**src/logic/pi_bridge_pkg.sv**
```systemverilog
// Shared definitions for the SPI to memory bus bridge
//   widths of bytes, bus addresses and commands
//   bus request struct and received frame array
//   command codes, frame and length constants
//   command sequencer state encoding

`default_nettype none

package pi_bridge_pkg;

    // --------------------------------------------------
    // widths and constants
    // --------------------------------------------------
    localparam int ADDR_BITS      = 17;
    localparam int FRAME_BYTES    = 4;               // full frame length
    localparam int MEM_DONE_DELAY = 2;               // cycles from pending rise to done
    localparam int DELAY_W        = $clog2(MEM_DONE_DELAY + 1);

    localparam logic [5:0] CMD_ACCESS = 6'd0;        // only valid command

    // byte counts the sequencer waits for
    localparam logic [2:0] LEN_NONE  = 3'd0;
    localparam logic [2:0] LEN_CMD   = 3'd1;         // byte 0 only
    localparam logic [2:0] LEN_READ  = 3'd3;         // read data goes out during byte 3
    localparam logic [2:0] LEN_WRITE = 3'(FRAME_BYTES);

    // --------------------------------------------------
    // types
    // --------------------------------------------------
    typedef logic [7:0]           byte_t;            // one spi byte or memory datum
    typedef logic [ADDR_BITS-1:0] addr_t;            // bus byte address
    typedef logic [5:0]           cmd_t;             // command field of byte 0

    typedef struct packed {
        logic  rw_b;                                 // 1 = read
        addr_t addr;
        byte_t wdata;
    } bus_req_t;

    typedef byte_t [FRAME_BYTES-1:0] frame_t;        // index 0 is the first byte received

    typedef enum logic [2:0] {
        IDLE,
        READ_CMD,
        ACCESSING,
        COMPLETING,
        DONE,
        IGNORE
    } com_state_e;

endpackage

`default_nettype wire

```
**src/logic/pi_com.sv**
```systemverilog
// Command sequencer between the SPI buffer and the memory bus
//   decode of rw_b, address bit 16 and the command from byte 0
//   length selection for the SPI buffer
//   bus request capture and pending/done handshake
//   read data load pulse for the SPI transmitter

`timescale 1ns/10ps
`default_nettype none

module pi_com (
    input  wire logic                    sys_clk,
    input  wire logic                    pi_pending_in,   // active low reset and frame
    input  wire pi_bridge_pkg::frame_t   frame,
    input  wire logic                    valid,
    output logic [2:0]                   length,
    output pi_bridge_pkg::bus_req_t      req,
    output logic                         pi_pending_out,
    input  wire logic                    pi_done_in,
    output logic                         tx_load,
    output pi_bridge_pkg::com_state_e    state
);
    import pi_bridge_pkg::*;

    com_state_e next_state;
    logic       rw_b_in;
    logic       a16_in;
    cmd_t       cmd_in;

    // --------------------------------------------------
    // byte 0 fields
    // --------------------------------------------------
    assign rw_b_in = frame[0][7];
    assign a16_in  = frame[0][6];
    assign cmd_in  = frame[0][5:0];

    // --------------------------------------------------
    // next state
    // --------------------------------------------------
    always_comb begin
        next_state = state;
        case (state)
            IDLE: begin
                next_state = READ_CMD;               // frame opens once reset is released
            end
            READ_CMD: begin
                if (valid)
                    next_state = (cmd_in == CMD_ACCESS) ? ACCESSING : IGNORE;
            end
            ACCESSING: begin
                if (valid)
                    next_state = COMPLETING;
            end
            COMPLETING: begin
                if (pi_done_in)
                    next_state = DONE;
            end
            DONE: begin
                next_state = DONE;                   // held until pi_pending_in drops
            end
            IGNORE: begin
                next_state = IGNORE;                 // bad command leaves the bus idle
            end
            default: begin
                next_state = IDLE;
            end
        endcase
    end

    // a read completes one byte early so data can go out during byte 3
    always_comb begin
        case (state)
            READ_CMD:                      length = LEN_CMD;
            ACCESSING, COMPLETING, DONE:   length = rw_b_in ? LEN_READ : LEN_WRITE;
            default:                       length = LEN_NONE;
        endcase
    end

    // --------------------------------------------------
    // state and handshake registers
    // --------------------------------------------------
    always_ff @(posedge sys_clk or negedge pi_pending_in) begin
        if (!pi_pending_in) begin
            state          <= IDLE;
            pi_pending_out <= 1'b0;
            tx_load        <= 1'b0;
        end else begin
            state   <= next_state;
            tx_load <= (state == COMPLETING) && pi_done_in && req.rw_b;
            if (next_state == COMPLETING)
                pi_pending_out <= 1'b1;              // stays up until reset
        end
    end

    // request is captured once, on the way into COMPLETING
    always_ff @(posedge sys_clk) begin
        if (state == ACCESSING && valid) begin
            req.rw_b  <= rw_b_in;
            req.addr  <= {a16_in, frame[1], frame[2]};   // high byte first
            req.wdata <= frame[3];                   // dummy for a read
        end
    end

endmodule

`default_nettype wire

```
**config.mk**
```make
export PLATFORM = sky130hd
export DESIGN_NAME = pi_com
export DESIGN_NICKNAME = d
export VERILOG_FILES = /design/src/logic/pi_bridge_pkg.sv /design/src/logic/pi_com.sv
export SDC_FILE = /design/constraint.sdc
export NUM_CORES = 1
export LEC_CHECK = 0
export BUFFER_PORTS_ARGS = -buffer_cell sky130_fd_sc_hd__clkbuf_2
export CORE_ASPECT_RATIO = 0.9
export CORE_MARGIN = 2
export CORE_UTILIZATION = 44
export CTS_CLUSTER_SIZE = 30
export DETAILED_ROUTE_END_ITERATION = 10
export PLACE_DENSITY_LB_ADDON = 0.1
export RECOVER_POWER = 25
export SLEW_MARGIN = 20
export SYNTH_ARGS = -nofsm -noshare
export SYNTH_HDL_FRONTEND = slang
export SYNTH_SLANG_ARGS = --single-unit
export TNS_END_PERCENT = 10
```
**constraint.sdc**
```tcl
create_clock -name sys_clk -period 4.8 [get_ports sys_clk]
set_clock_uncertainty 0.15 [all_clocks]
set_input_delay 0.48 -clock sys_clk [delete_from_list [all_inputs] [get_ports sys_clk]]
set_output_delay 0.48 -clock sys_clk [all_outputs]
set_load 0.02 [all_outputs]
```
==> out/qor.csv <==
metric,value,unit
status,"complete, no violations",
power.density,284,nW/µm²
die_x,57,µm
io_buffers,69,
via_per_inst,4.70,
max_cap_violations,0,
required,4.66,ns
ys_seq_area_frac,0.814,
first_pass_iters,3,
slew_headroom,0.471,
ctsRootBufferMaster,clkbuf_4,
min_path_type,in -> reg,
synthFlopType,edfxtp_1,
remaining_drc_errors,0,
cp.arrival,2.00,ns
synthDominantCellAreaShare,0.702,
grt_pass1_wl,3.37,mm
clock-sinks,31,
grt_overflow,0,
wl_per_cell,13.0,µm
finalSetupViolCount,0,
syn_inst,59,
peakVddDrop,0.000194,V
ys_ff_latch,31,
fin_area,1560,µm²
drtIter0Drc,10,
crit_type,reg -> reg,
dpl-instance-area,1510,µm²
power_leakage,0.710,nW
die_h,51.7,µm
cts_tree,done,
cts_buffer_depth,2,
timing.final.crit_period,2.14,ns
cp_max_fo,16,
start_util,0.459,
grt_start_max_net_pins,17,
die-area,2950,µm²
syn_to_final_growth,40.4,%
tightest_slew,0.790,ns
htree_num_levels,2,
worst_setup_path_start_kind,register,
clock_latency,0.31,ns
clk_pin_slew,0.09,ns
slew_violations,0,
post_cts_buffers,0,
async_reset_ff_frac,0.161,
gp_congestion,0.728,
synth_area,1110,µm²
drive_gt1_frac,0.606,
grt_pass1_vias,738,
drt-total-wl,2.15,mm
yosys_warnings,0,
slowest_stage,nor3_2,
grt_setup_unrepaired,no,
cts_resized,0,
track_usage,0.158,
diodes,0,
hpwl,1.75,mm
grt_antenna_before_repair,0,
hold_viol_final,0,
period_share,0.445,
core_area,2420,µm²
detailroute.via_count,776,
final.setup.tns,0,ns
ctsHoldBuffers,1,
yosysTopAreaCell,edfxtp_1,
yosysUniqueCellTypes,25,
whs,0.186,ns
synthTopCellsByCount,"edfxtp_1 (26), dfrtp_1 (5), nand2_1 (3)",
synth.area.top_cells,"edfxtp_1 (70%), dfrtp_1 (11%), nor4_4 (1.9%), a21o_1 (1.3%), mux2_4 (1.3%)",
io_pins,70,
layout.nets,173,
syn-mean-instance-area,18.9,µm²
synth_enable_flop_cells,26,
antenna_left,0,
synth_fp_nets,95,
path_cells,"nand2b_1, nor3_2, buf_4",
yosysMostFrequentCell,edfxtp_1,
fp-row-count,17,
numCtsBuffers,5,
cpPeakStageDelay,0.62,ns
critPathCaptureType,register,
fmax,468,MHz
==> sequential cells by signal (all words and copies together) (netlist names) <==
signal and count:
pi_pending_out 1, req 26, state 3, tx_load 1
==> layout make-up <==
cell class | count | area (µm²)
tap | 28 | 35.0
timing repair buffer | 71 | 363
inverter | 2 | 7.51
fill | 207 | 863
sequential | 31 | 906
clock buffer | 5 | 37.5
multi-input combinational | 26 | 204
clock inverter | 2 | 8.76
==> power by group <==
| part | switching, mW | internal [mW] | leakage [nW] | total, mW |
|---|---|---|---|---|
| logic | 0.00983 | 0.0133 | 0.389 | 0.0232 |
| registers | 0.000398 | 0.292 | 0.293 | 0.292 |
| clock network | 0.0760 | 0.0517 | 0.0285 | 0.128 |
| total | 0.0862 | 0.357 | 0.710 | 0.443 |
==> path summary, 6_finish.rpt <==
path	end	slack (ns)	from	cells past startpoint
max	req[18]	2.66	state[2]	3
min	req[10]	0.19	frame[18]	1
max reg2reg	req[18]	2.66	state[2]	3
min reg2reg	pi_pending_out	0.32	pi_pending_out	1
max in group asynchronous	state[2]	3.98	pi_pending_in	2
min in group asynchronous	state[0]	0.37	pi_pending_in	2
==> cell usage in the layout (no fill, tap or decap) <==
cell	instances
a21o_1	2
a21oi_1	1
and2_1	1
and3_1	1
buf_4	1
clkbuf_2	69
clkbuf_4	5
clkinv_1	1
clkinv_2	1
dfrtp_1	5
dlygate4sd3_1	1
edfxtp_1	26
inv_1	1
inv_2	1
mux2_4	1
mux2i_1	1
nand2_1	3
nand2b_1	2
nand4b_1	1
nor2_1	2
nor2b_1	1
nor2b_2	1
nor3_2	1
nor4_4	1
nor4b_2	1
o211a_1	1
o21a_1	1
o21ai_0	1
o21ai_1	1
o21ai_2	1
o311ai_1	1
==> metrics by stage <==
stage | worst slack, ns | total power, mW | util | cells
final | 2.66 | 0.443 | 0.644 | 165
after global routing | 2.46 | 0.464 | 0.644 | 165
after CTS | 2.63 | 0.448 | 0.644 | 165
after detailed placement | 2.63 | 0.321 | 0.621 | 157
after global placement | 2.67 | 0.320 | 0.621 | 157
after floorplan | 1.67 | 0.303 | - | 59
==> critical path: cells and delay by family (launching register included) <==
family / cells / cell delay [ns]
simple gates: 2 / 0.85
flops: 1 / 0.48
buf+inv: 1 / 0.36
==> kinds of logic after synthesis <==
| family | share of synthesized area |
|---|---|
| buf+inv | 0.00674 |
| flops | 0.814 |
| compound gates | 0.0585 |
| mux | 0.0225 |
| simple gates | 0.0979 |
==> layer usage <==
layer	vias up	share of wire	GRT usage
met5	-	0	0
met4	0	0.0088	0.0581
met3	3	0.087	0.0672
met2	39	0.48	0.236
met1	352	0.43	0.208
li1	382	-	-
(Power assumes the default switching activity.)
