<file path="config.mk">
export PLATFORM = sky130hd
export DESIGN_NAME = spi_buffer
export DESIGN_NICKNAME = d
export VERILOG_FILES = /design/src/logic/pi_bridge_pkg.sv /design/src/logic/spi_buffer.sv
export SDC_FILE = /design/constraint.sdc
export NUM_CORES = 1
export LEC_CHECK = 0
export ABC_AREA = 0
export BUFFER_PORTS_ARGS = -buffer_cell sky130_fd_sc_hd__buf_4
export CAP_MARGIN = 20
export CORE_UTILIZATION = 27
export CTS_CLUSTER_SIZE = 20
export DETAILED_ROUTE_END_ITERATION = 16
export PLACE_DENSITY = 0.44
export SYNTH_ARGS = -nofsm -noshare
export SYNTH_HDL_FRONTEND = slang
export SYNTH_SLANG_ARGS = --single-unit
</file>
<file path="constraint.sdc">
create_clock -name sys_clk -period 3.9 [get_ports sys_clk]
set_clock_uncertainty 0.2 [all_clocks]
set_input_delay 0.39 -clock sys_clk [delete_from_list [all_inputs] [get_ports sys_clk]]
set_output_delay 0.39 -clock sys_clk [all_outputs]
set_load 0.05 [all_outputs]
</file>
<file path="src/logic/pi_bridge_pkg.sv">
// Shared definitions for the SPI to memory bus bridge
//   widths of bytes, bus addresses and commands
//   bus request struct and received frame array
//   command codes, frame and length constants
//   command sequencer state encoding

`default_nettype none

package pi_bridge_pkg;

    // --------------------------------------------------
    // widths and constants
    // --------------------------------------------------
    localparam int ADDR_BITS      = 17;
    localparam int FRAME_BYTES    = 4;               // full frame length
    localparam int MEM_DONE_DELAY = 2;               // cycles from pending rise to done
    localparam int DELAY_W        = $clog2(MEM_DONE_DELAY + 1);

    localparam logic [5:0] CMD_ACCESS = 6'd0;        // only valid command

    // byte counts the sequencer waits for
    localparam logic [2:0] LEN_NONE  = 3'd0;
    localparam logic [2:0] LEN_CMD   = 3'd1;         // byte 0 only
    localparam logic [2:0] LEN_READ  = 3'd3;         // read data goes out during byte 3
    localparam logic [2:0] LEN_WRITE = 3'(FRAME_BYTES);

    // --------------------------------------------------
    // types
    // --------------------------------------------------
    typedef logic [7:0]           byte_t;            // one spi byte or memory datum
    typedef logic [ADDR_BITS-1:0] addr_t;            // bus byte address
    typedef logic [5:0]           cmd_t;             // command field of byte 0

    typedef struct packed {
        logic  rw_b;                                 // 1 = read
        addr_t addr;
        byte_t wdata;
    } bus_req_t;

    typedef byte_t [FRAME_BYTES-1:0] frame_t;        // index 0 is the first byte received

    typedef enum logic [2:0] {
        IDLE,
        READ_CMD,
        ACCESSING,
        COMPLETING,
        DONE,
        IGNORE
    } com_state_e;

endpackage

`default_nettype wire

</file>
<file path="src/logic/spi_buffer.sv">
// SPI mode 0 slave, oversampled in sys_clk
//   two flop synchronizers on sclk, cs_n and rx with sclk edge detect
//   receive shift register, bit and byte counters, frame storage
//   one valid pulse per requested length
//   transmit shift register loaded from the memory read data

`timescale 1ns/10ps
`default_nettype none

module spi_buffer (
    input  wire logic                  sys_clk,
    input  wire logic                  pi_pending_in,    // active low reset
    input  wire logic                  spi_sclk,
    input  wire logic                  spi_cs_n,
    input  wire logic                  spi_rx,
    output logic                       spi_tx,
    input  wire logic [2:0]            length,           // bytes to wait for
    input  wire logic                  tx_load,
    input  wire pi_bridge_pkg::byte_t  rdata,
    output pi_bridge_pkg::frame_t      frame,
    output logic                       valid
);
    import pi_bridge_pkg::*;

    logic [2:0] sclk_sync;                           // two sync flops plus edge history
    logic [1:0] cs_sync;
    logic [1:0] rx_sync;
    logic       sclk_rise;
    logic       sclk_fall;
    logic       cs_active;
    logic [2:0] bit_cnt;
    logic [2:0] byte_cnt;                            // saturates at FRAME_BYTES
    logic [6:0] rx_shift;
    logic       byte_done;
    logic [2:0] served_len;                          // length that already got its pulse
    byte_t      tx_shift;

    // --------------------------------------------------
    // input synchronizers
    // --------------------------------------------------
    always_ff @(posedge sys_clk or negedge pi_pending_in) begin
        if (!pi_pending_in) begin
            sclk_sync <= 3'b000;
            cs_sync   <= 2'b11;                      // deselected
            rx_sync   <= 2'b00;
        end else begin
            sclk_sync <= {sclk_sync[1:0], spi_sclk};
            cs_sync   <= {cs_sync[0], spi_cs_n};
            rx_sync   <= {rx_sync[0], spi_rx};
        end
    end

    assign sclk_rise = sclk_sync[1] & ~sclk_sync[2];
    assign sclk_fall = ~sclk_sync[1] & sclk_sync[2];
    assign cs_active = ~cs_sync[1];
    assign byte_done = sclk_rise && cs_active && (bit_cnt == 3'd7);

    // --------------------------------------------------
    // receive path
    // --------------------------------------------------
    always_ff @(posedge sys_clk or negedge pi_pending_in) begin
        if (!pi_pending_in) begin
            bit_cnt  <= 3'd0;
            byte_cnt <= 3'd0;
            rx_shift <= 7'd0;
        end else if (!cs_active) begin
            bit_cnt <= 3'd0;                         // realign on next select
        end else if (sclk_rise) begin
            rx_shift <= {rx_shift[5:0], rx_sync[1]};
            bit_cnt  <= bit_cnt + 3'd1;
            if (byte_done && byte_cnt < LEN_WRITE)
                byte_cnt <= byte_cnt + 3'd1;         // extra bytes shift in but are dropped
        end
    end

    // each completed byte lands in its frame slot
    always_ff @(posedge sys_clk) begin
        if (byte_done && byte_cnt < LEN_WRITE)
            frame[byte_cnt[1:0]] <= {rx_shift, rx_sync[1]};
    end

    // pulse once when the byte count first covers a new length
    assign valid = (length != LEN_NONE) && (byte_cnt >= length) && (length != served_len);

    always_ff @(posedge sys_clk or negedge pi_pending_in) begin
        if (!pi_pending_in)
            served_len <= LEN_NONE;
        else if (valid)
            served_len <= length;
    end

    // --------------------------------------------------
    // transmit path
    // --------------------------------------------------
    always_ff @(posedge sys_clk or negedge pi_pending_in) begin
        if (!pi_pending_in)
            tx_shift <= '0;
        else if (tx_load)
            tx_shift <= rdata;                       // load wins over a late falling edge
        else if (sclk_fall && cs_active)
            tx_shift <= {tx_shift[6:0], 1'b0};       // msb first
    end

    // msb is on the pin already in the load cycle
    assign spi_tx = tx_load ? rdata[7] : tx_shift[7];

endmodule

`default_nettype wire

</file>
==> results by group, run 1 <==
Run status
  – Status: finished, final reports clean

CTS
  – Number of buffers on the longest clock path: 2
  – Post-CTS setup-driven buffer insertion count: 0
  – Clock latency on the worst-skew pair: 340 ps
  – Clock tree root driver cell: sky130_fd_sc_hd__clkbuf_8
  – Total clock sinks: 63
  – Clock-pin slew on the worst setup and hold paths: 80 ps
  – CTS tree: built
  – Number of clock buffers inserted by TritonCTS: 9
  – H-tree level count: 3

Yosys
  – Post-Synthesis Cells: about 160
  – Net count after synthesis: 188
  – Mapped Area: between 2000 and 2500 um^2
  – Library cells used by synthesis: 34
  – Post-synthesis register bit count: 63
  – Synthesis warning total: 0
  – Async set or reset register ratio after synthesis: 0.492
  – Flip-flop cell with the highest count after synthesis: sky130_fd_sc_hd__edfxtp_1
  – Portion of the post-synthesis area used by sequential elements: 0.710
  – Mean instance size in the synthesized netlist: 15.1 um^2
  – Post-synth EDFFs: 32

Job
  – MaxCap Viol Count: 0

Route
  – Average wire per cell in the routed design: about 12 um
  – Detail-routed via count per cell: 4.23
  – DRC violation count after routing: 0
  – First-pass iteration count of the detailed router: 6
  – Count of vias placed by the detailed router: 1417
  – Number of DRC markers in iteration 0: 60
  – DRT antenna net count: 0
  – Total Wirelength: about 4.2 mm

Final layout
  – Area grow syn2layout: 30.4%
  – Utilization after layout: 0.364
  – Number of nets in the final layout: roughly 250
  – Layout cells sized above 1: 0.366
  – Filler cell count: 860
  – Diode insertion count for antenna repair: 0

Timing
  – RSZ-0062 raised after global routing: no
  – Hold violation count in the final report: 0
  – Share of the cycle needed by the critical path after routing: 0.658
  – Highest achievable clock rate: 390 MHz
  – Fin. max-slew vios: 0
  – Max-Slew Margin vs Limit: 0.483
  – Slew of the pin with the lowest slew margin: 772 ps
  – Final TNS setup: 0 ps
  – Crit path time final: 2570 ps
  – Final number of setup-violating endpoints: 0

Setup path
  – Category of the worst setup path capture point: primary output
  – Data required time of the critical path: 3310 ps
  – Data arrival at the endpoint of the critical path: 1980 ps
  – Type of the worst setup path: flip-flop to primary output
  – Kind of launch point of the worst setup path: flip-flop
  – Max FO, Critical Path: 4

Hold path
  – Class of the tightest hold or removal check: primary input to flip-flop

Placement
  – Final GP Congestion: 0.720
  – Detailed Place HPWL: approximately 2.9 mm
  – Count of port buffers added during placement: 50

Global route
  – Number of antenna violations at the first check in global routing: 0
  – Total Routing Usage GR: 0.0963
  – Congestion Overflow GR: 0
  – Wire length of the first global-routing pass: 7.07 mm
  – Largest net degree at the start of global routing: 32
  – Vias in the first global route: 1395

Die
  – Chip height: 97.2 um
  – Count of boundary I/O pins: 51
  – Initial Util: 0.279
  – Die boundary width: 97.2 um
  – Rows: 34
  – Die area: roughly 9500 um^2
  – Area of the placeable core: 8760 um^2

Power and ir drop
  – Worst vdd ir: between 0.0002 and 0.00025 V
  – Power per Cell Area: about 500 nW/um^2
  – P_leak: 0.00132 uW
[report_power, final]
group / internal, uW / switching [uW]
logic: 63.3 / 51.0
registers: 783 / 62.7
clock network: 367 / 275
[cells in the final DEF (no fill, tap or decap), types with 7 or more instances in the layout]
cell                        n
sky130_fd_sc_hd__buf_4     50
sky130_fd_sc_hd__clkbuf_8   9
sky130_fd_sc_hd__dfrtp_1   29
sky130_fd_sc_hd__edfxtp_1  32
sky130_fd_sc_hd__ha_1       9
sky130_fd_sc_hd__inv_1      7
sky130_fd_sc_hd__mux2_2     7
sky130_fd_sc_hd__mux2i_1    8
sky130_fd_sc_hd__nand2_1    9
sky130_fd_sc_hd__o21ai_0   14
[kinds of logic (layout without fill, tap and decap cells)]
family | count (synthesis) | in the layout | synth area share
simple gates | 33 | 33 | 0.0802
mux | 15 | 15 | 0.0649
xor+xnor | 3 | 3 | 0.0107
fa+ha+maj | 9 | 9 | 0.0460
compound gates | 27 | 27 | 0.0639
buf+inv | 12 | 77 | 0.0240
flops | 63 | 63 | 0.710
[critical path, cell delays in order, from the launching register on]
cell	delay, ps
sky130_fd_sc_hd__dfrtp_1	400
sky130_fd_sc_hd__inv_1	140
sky130_fd_sc_hd__ha_1	240
sky130_fd_sc_hd__nand2b_1	140
sky130_fd_sc_hd__a21oi_1	250
sky130_fd_sc_hd__o21ba_2	210
sky130_fd_sc_hd__a211oi_1	50
sky130_fd_sc_hd__buf_4	200
[worst paths after layout]
path / from / slack, ps / cells after the start / end
min in group asynchronous: pi_pending_in / 320 / 2 / tx_shift[7]$_DFFE_PN0P_
max in group asynchronous: pi_pending_in / 2850 / 2 / cs_sync[0]$_DFF_PN1_
min reg2reg: sclk_sync[0]$_DFF_PN0_ / 150 / 0 / sclk_sync[1]$_DFF_PN0_
max: byte_cnt[0]$_DFFE_PN0P_ / 1330 / 7 / valid
min: rdata[3] / 60 / 3 / tx_shift[3]$_DFFE_PN0P_
max reg2reg: sclk_sync[2]$_DFF_PN0_ / 1930 / 3 / frame[17]$_DFFE_PP_
[metrics by stage]
stage | setup slack, ps | power [uW] | hold slack, ps | instance area [um^2] | cells
after CTS | 1320 | 1620 | 41.6 | 3190 | 335
after global placement | 1680 | 972 | 135 | 2930 | 315
after floorplan | 1060 | 920 | -106 | 2450 | 162
after detailed placement | 1650 | 972 | 136 | 2930 | 315
after global routing | 1170 | 1680 | 42.2 | 3190 | 335
final | 1330 | 1600 | 59.5 | 3190 | 335
[synthesized netlist by cell type, drive strengths merged (2+ instances only)]
library cell  count  area, um^2
nand3             4        20.0
xnor2             2        17.5
mux2              7        78.8
edfxtp           32         961
a21oi             4        20.0
a31oi             2        12.5
o21ai            15        75.1
nor2b             3        18.8
dfstp             2        52.6
mux2i             8        80.1
nand2b            3        18.8
ha                9         113
clkbuf            2        8.75
nor2              6        25.0
inv               7        26.3
nand2             9        33.8
and2              4        31.3
dfrtp            29         726
o211ai            3        22.5
buf               3        23.8
[flip-flops by register name (all words and copies together) (netlist names)]
register    flops
served_len      3
rx_sync         2
byte_cnt        3
tx_shift        8
rx_shift        7
frame          32
sclk_sync       3
bit_cnt         3
cs_sync         2
[repair_timing]
action                    in CTS  in global routing
hold endpoints to repair      32                  0
resized for setup              0                  0
hold buffers                   4                  0
[per-layer routing]
layer / GRT usage / share of wire / routed length, um / vias up
met2: 0.144 / 0.44 / 1820 / 51
met1: 0.126 / 0.50 / 2100 / 664
li1: - / - / - / 699
met4: 0.0271 / 0.0029 / 12 / 0
met3: 0.0432 / 0.058 / 243 / 3
met5: 0 / 0 / 0 / -
[final cells by class]
type | instances | area (um^2) | share of cell area
Tap cell | 108 | 135 | 0.0423
Inverter | 7 | 26.3 | 0.00823
Clock inverter | 7 | 103 | 0.0321
Timing Repair Buffer | 54 | 415 | 0.130
Clock buffer | 9 | 124 | 0.0388
Sequential cell | 63 | 1740 | 0.545
Multi-Input combinational cell | 87 | 651 | 0.204
No activity file was read; power rests on OpenSTA's default activity.
==> run 2: changes to the inputs <==
--- a/config.mk
+++ b/config.mk
@@ -11,7 +11,7 @@
 export CORE_UTILIZATION = 27
 export CTS_CLUSTER_SIZE = 20
 export DETAILED_ROUTE_END_ITERATION = 16
-export PLACE_DENSITY = 0.44
+export PLACE_DENSITY = 0.46
 export SYNTH_ARGS = -nofsm -noshare
 export SYNTH_HDL_FRONTEND = slang
 export SYNTH_SLANG_ARGS = --single-unit
==> constraint.sdc (replaced) <==
create_clock -name sys_clk -period 2.3 [get_ports sys_clk]
set_clock_uncertainty 0.2 [all_clocks]
set_input_delay 0.23 -clock sys_clk [delete_from_list [all_inputs] [get_ports sys_clk]]
set_output_delay 0.23 -clock sys_clk [all_outputs]
set_load 0.05 [all_outputs]
==> run 2 against run 1 <==
Worst hold slack improved by 45 ps; sequential share of layout area fell by 4.8 points; cell area rose by 9.7%; power rose by 73%; clock-buffer cell count did not move; global-route usage rose by 0.57 points; sequential power rose by 70%; first-iteration DRC count fell by 48%; clock power rose by 70%; largest cell class unchanged; non-clock buffer count rose by 27.
==> results by group, run 2 (same netlist as run 1, synthesis figures left out) <==
Run status
  – Status: finished, final reports clean (unchanged)

Setup path
  – Max FO, Critical Path: 3 (was 4)
  – Category of the worst setup path capture point: primary output (unchanged)
  – Largest stage delay on the critical path: 370 ps (was 400 ps)
  – Data arrival at the endpoint of the critical path: 1790 ps (was 1980 ps)
  – Slowest library cell on the worst path: sky130_fd_sc_hd__dfrtp_1 (unchanged)
  – Type of the worst setup path: flip-flop to primary output (unchanged)
  – Data required time of the critical path: 1870 ps (was 3310 ps)
  – Cells traversed along the worst timing path: inv_2, ha_4, nand2b_4, a21oi_4, o21ba_4, a211oi_2, buf_6 (was inv_1, ha_1, nand2b_1, a21oi_1, o21ba_2, a211oi_1, buf_4)
  – Kind of launch point of the worst setup path: flip-flop (unchanged)

Power and ir drop
  – Power per Cell Area: 792 nW/um^2 (was 502 nW/um^2)
  – Worst vdd ir: 0.000346 V (was 0.000223 V)
  – Power consumption: 2770 uW (was 1600 uW)
  – P_leak: 0.00145 uW (was 0.00132 uW)

CTS
  – Clock-pin slew on the worst setup and hold paths: 70 ps (was 80 ps)
  – Total clock sinks: 63 (unchanged)
  – Number of buffers on the longest clock path: 2 (unchanged)
  – H-tree level count: 3 (unchanged)
  – CTS tree: built (unchanged)
  – Clock latency on the worst-skew pair: 330 ps (was 340 ps)
  – Clock tree root driver cell: sky130_fd_sc_hd__clkbuf_8 (unchanged)
  – Number of clock buffers inserted by TritonCTS: 9 (unchanged)

Job
  – MaxCap Viol Count: 0 (unchanged)

Timing
  – Crit path time final: between 2000 and 2500 ps
  – Final number of setup-violating endpoints: 0 (unchanged)
  – Highest achievable clock rate: 450 MHz
  – Hold violation count in the final report: 0 (unchanged)
  – Max-Slew Margin vs Limit: 0.661 (was 0.483)
  – Share of the cycle needed by the critical path after routing: 0.967
  – Slew of the pin with the lowest slew margin: 508 ps (was 772 ps)
  – Final TNS setup: 0 ps (unchanged)
  – Fin. max-slew vios: 0 (unchanged)

Final layout
  – Number of nets in the final layout: 275 (was 248)
  – Highest-count cells in the layout ignoring fill and taps: 59 x sky130_fd_sc_hd__buf_4, 32 x sky130_fd_sc_hd__edfxtp_1, 29 x sky130_fd_sc_hd__dfrtp_1, 21 x sky130_fd_sc_hd__dlygate4sd3_1, 14 x sky130_fd_sc_hd__o21ai_0 (was 50 x sky130_fd_sc_hd__buf_4, 32 x sky130_fd_sc_hd__edfxtp_1, 29 x sky130_fd_sc_hd__dfrtp_1, 14 x sky130_fd_sc_hd__o21ai_0)
  – Area grow syn2layout: 43.1% (was 30.4%)
  – Leading cell type in the layout, fill and taps excluded: sky130_fd_sc_hd__buf_4 (unchanged)
  – Number of flip-flops under the largest register name: 32 (unchanged)
  – Layout cells sized above 1: 0.390 (was 0.366)
  – Diode insertion count for antenna repair: 0 (unchanged)

Route
  – First-pass iteration count of the detailed router: 4 (was 6)
  – DRC violation count after routing: 0 (unchanged)
  – Number of DRC markers in iteration 0: 31 (was 60)
  – DRT antenna net count: 0 (unchanged)
  – Average wire per cell in the routed design: 12.9 um (was 12.5 um)
  – Total Wirelength: 4.66 mm (was 4.18 mm)
  – Detail-routed via count per cell: 4.19 (was 4.23)
  – Count of vias placed by the detailed router: 1516 (was 1417)

Global route
  – Number of antenna violations at the first check in global routing: 0 (unchanged)
  – Largest net degree at the start of global routing: 32 (unchanged)
  – Vias in the first global route: 1496 (was 1395)
  – Total Routing Usage GR: 0.102 (was 0.0963)
  – Congestion Overflow GR: 0 (unchanged)
  – Wire length of the first global-routing pass: 7.40 mm (was 7.07 mm)

Die
  – Rows: 34 (unchanged)
  – Initial Util: 0.279 (unchanged)
  – Die area: 9450 um^2 (unchanged)
  – Die boundary width: 97.2 um (unchanged)
  – Count of boundary I/O pins: 51 (unchanged)
  – Area of the placeable core: 8760 um^2 (unchanged)
  – Chip height: 97.2 um (unchanged)

Placement
  – Detailed Place HPWL: 2.89 mm (was 2.87 mm)
  – Count of port buffers added during placement: 50 (unchanged)
  – Final GP Congestion: 0.757 (was 0.720)

Hold path
  – Class of the tightest hold or removal check: primary input to flip-flop (unchanged)
-- run 2: cell count changes in the layout (fill, tap and decap cells not counted), moves of 2 or more --
| cell | previous run | this run |
|---|---|---|
| sky130_fd_sc_hd__ha_4 | 0 | 2 |
| sky130_fd_sc_hd__ha_1 | 9 | 7 |
| sky130_fd_sc_hd__dlygate4sd3_1 | 4 | 21 |
| sky130_fd_sc_hd__buf_4 | 50 | 59 |
-- run 2: timing repair --
item / 4_1_cts / 5_1_grt
buffers inserted: 0 / 9
endpoints found under the setup margin: 1 / 7
hold buffers: 21 / 0
gates resized for setup: 3 / 6
hold endpoints to repair: 42 / 0
pin swaps: 0 / 3
-- run 2: routing by layer --
layer	vias to the layer above	track usage	part of all wire
li1	755	-	-
met1	700	0.132	0.48
met2	56	0.151	0.46
met3	5	0.0388	0.050
met4	0	0.0475	0.011
met5	-	0	0
-- run 2: through the flow --
step                hold slack (ps)  instances  setup slack, ps  instance area (um^2)  utilization
floorplan                      -266        162              106                  2450            -
global placement             -0.739        316              300                  2940        0.335
detailed placement             7.63        316              266                  2940        0.335
CTS                            59.8        353             9.62                  3380        0.386
global route                    119        362           -0.626                  3500        0.400
finish                          105        362             75.3                  3500        0.400
-- run 2: worst paths after layout --
kind	from	endpoint	slack (ps)	cells past startpoint
setup / recovery	byte_cnt[0]$_DFFE_PN0P_	valid	80	7
hold / removal	length[0]	served_len[0]$_DFFE_PN0P_	100	3
setup reg to reg	cs_sync[1]$_DFF_PN1_	tx_shift[5]$_DFFE_PN0P_	210	4
hold reg to reg	sclk_sync[0]$_DFF_PN0_	sclk_sync[1]$_DFF_PN0_	150	0
max in group asynchronous	pi_pending_in	cs_sync[1]$_DFF_PN1_	1390	2
min in group asynchronous	pi_pending_in	tx_shift[3]$_DFFE_PN0P_	170	2
-- run 2: final cells by class --
type                       instances  area [um^2]
fill                             819         5260
sequential                        63         1740
multi-input combinational         87          712
timing repair buffer              81          664
tap                              108          135
clock buffer                       9          124
clock inverter                     7          103
inverter                           7         26.3
-- run 2: critical path, delay by kind of cell, from the launching register on --
kind / cells / cell delay, ps
fa+ha+maj: 1 / 250
compound gates: 3 / 480
flops: 1 / 370
simple gates: 1 / 120
buf+inv: 2 / 250
-- run 2: power breakdown --
group | internal [uW] | switching [uW]
Clock | 623 | 466
Sequential | 1330 | 112
Combinational | 144 | 99.2
Total | 2100 | 677
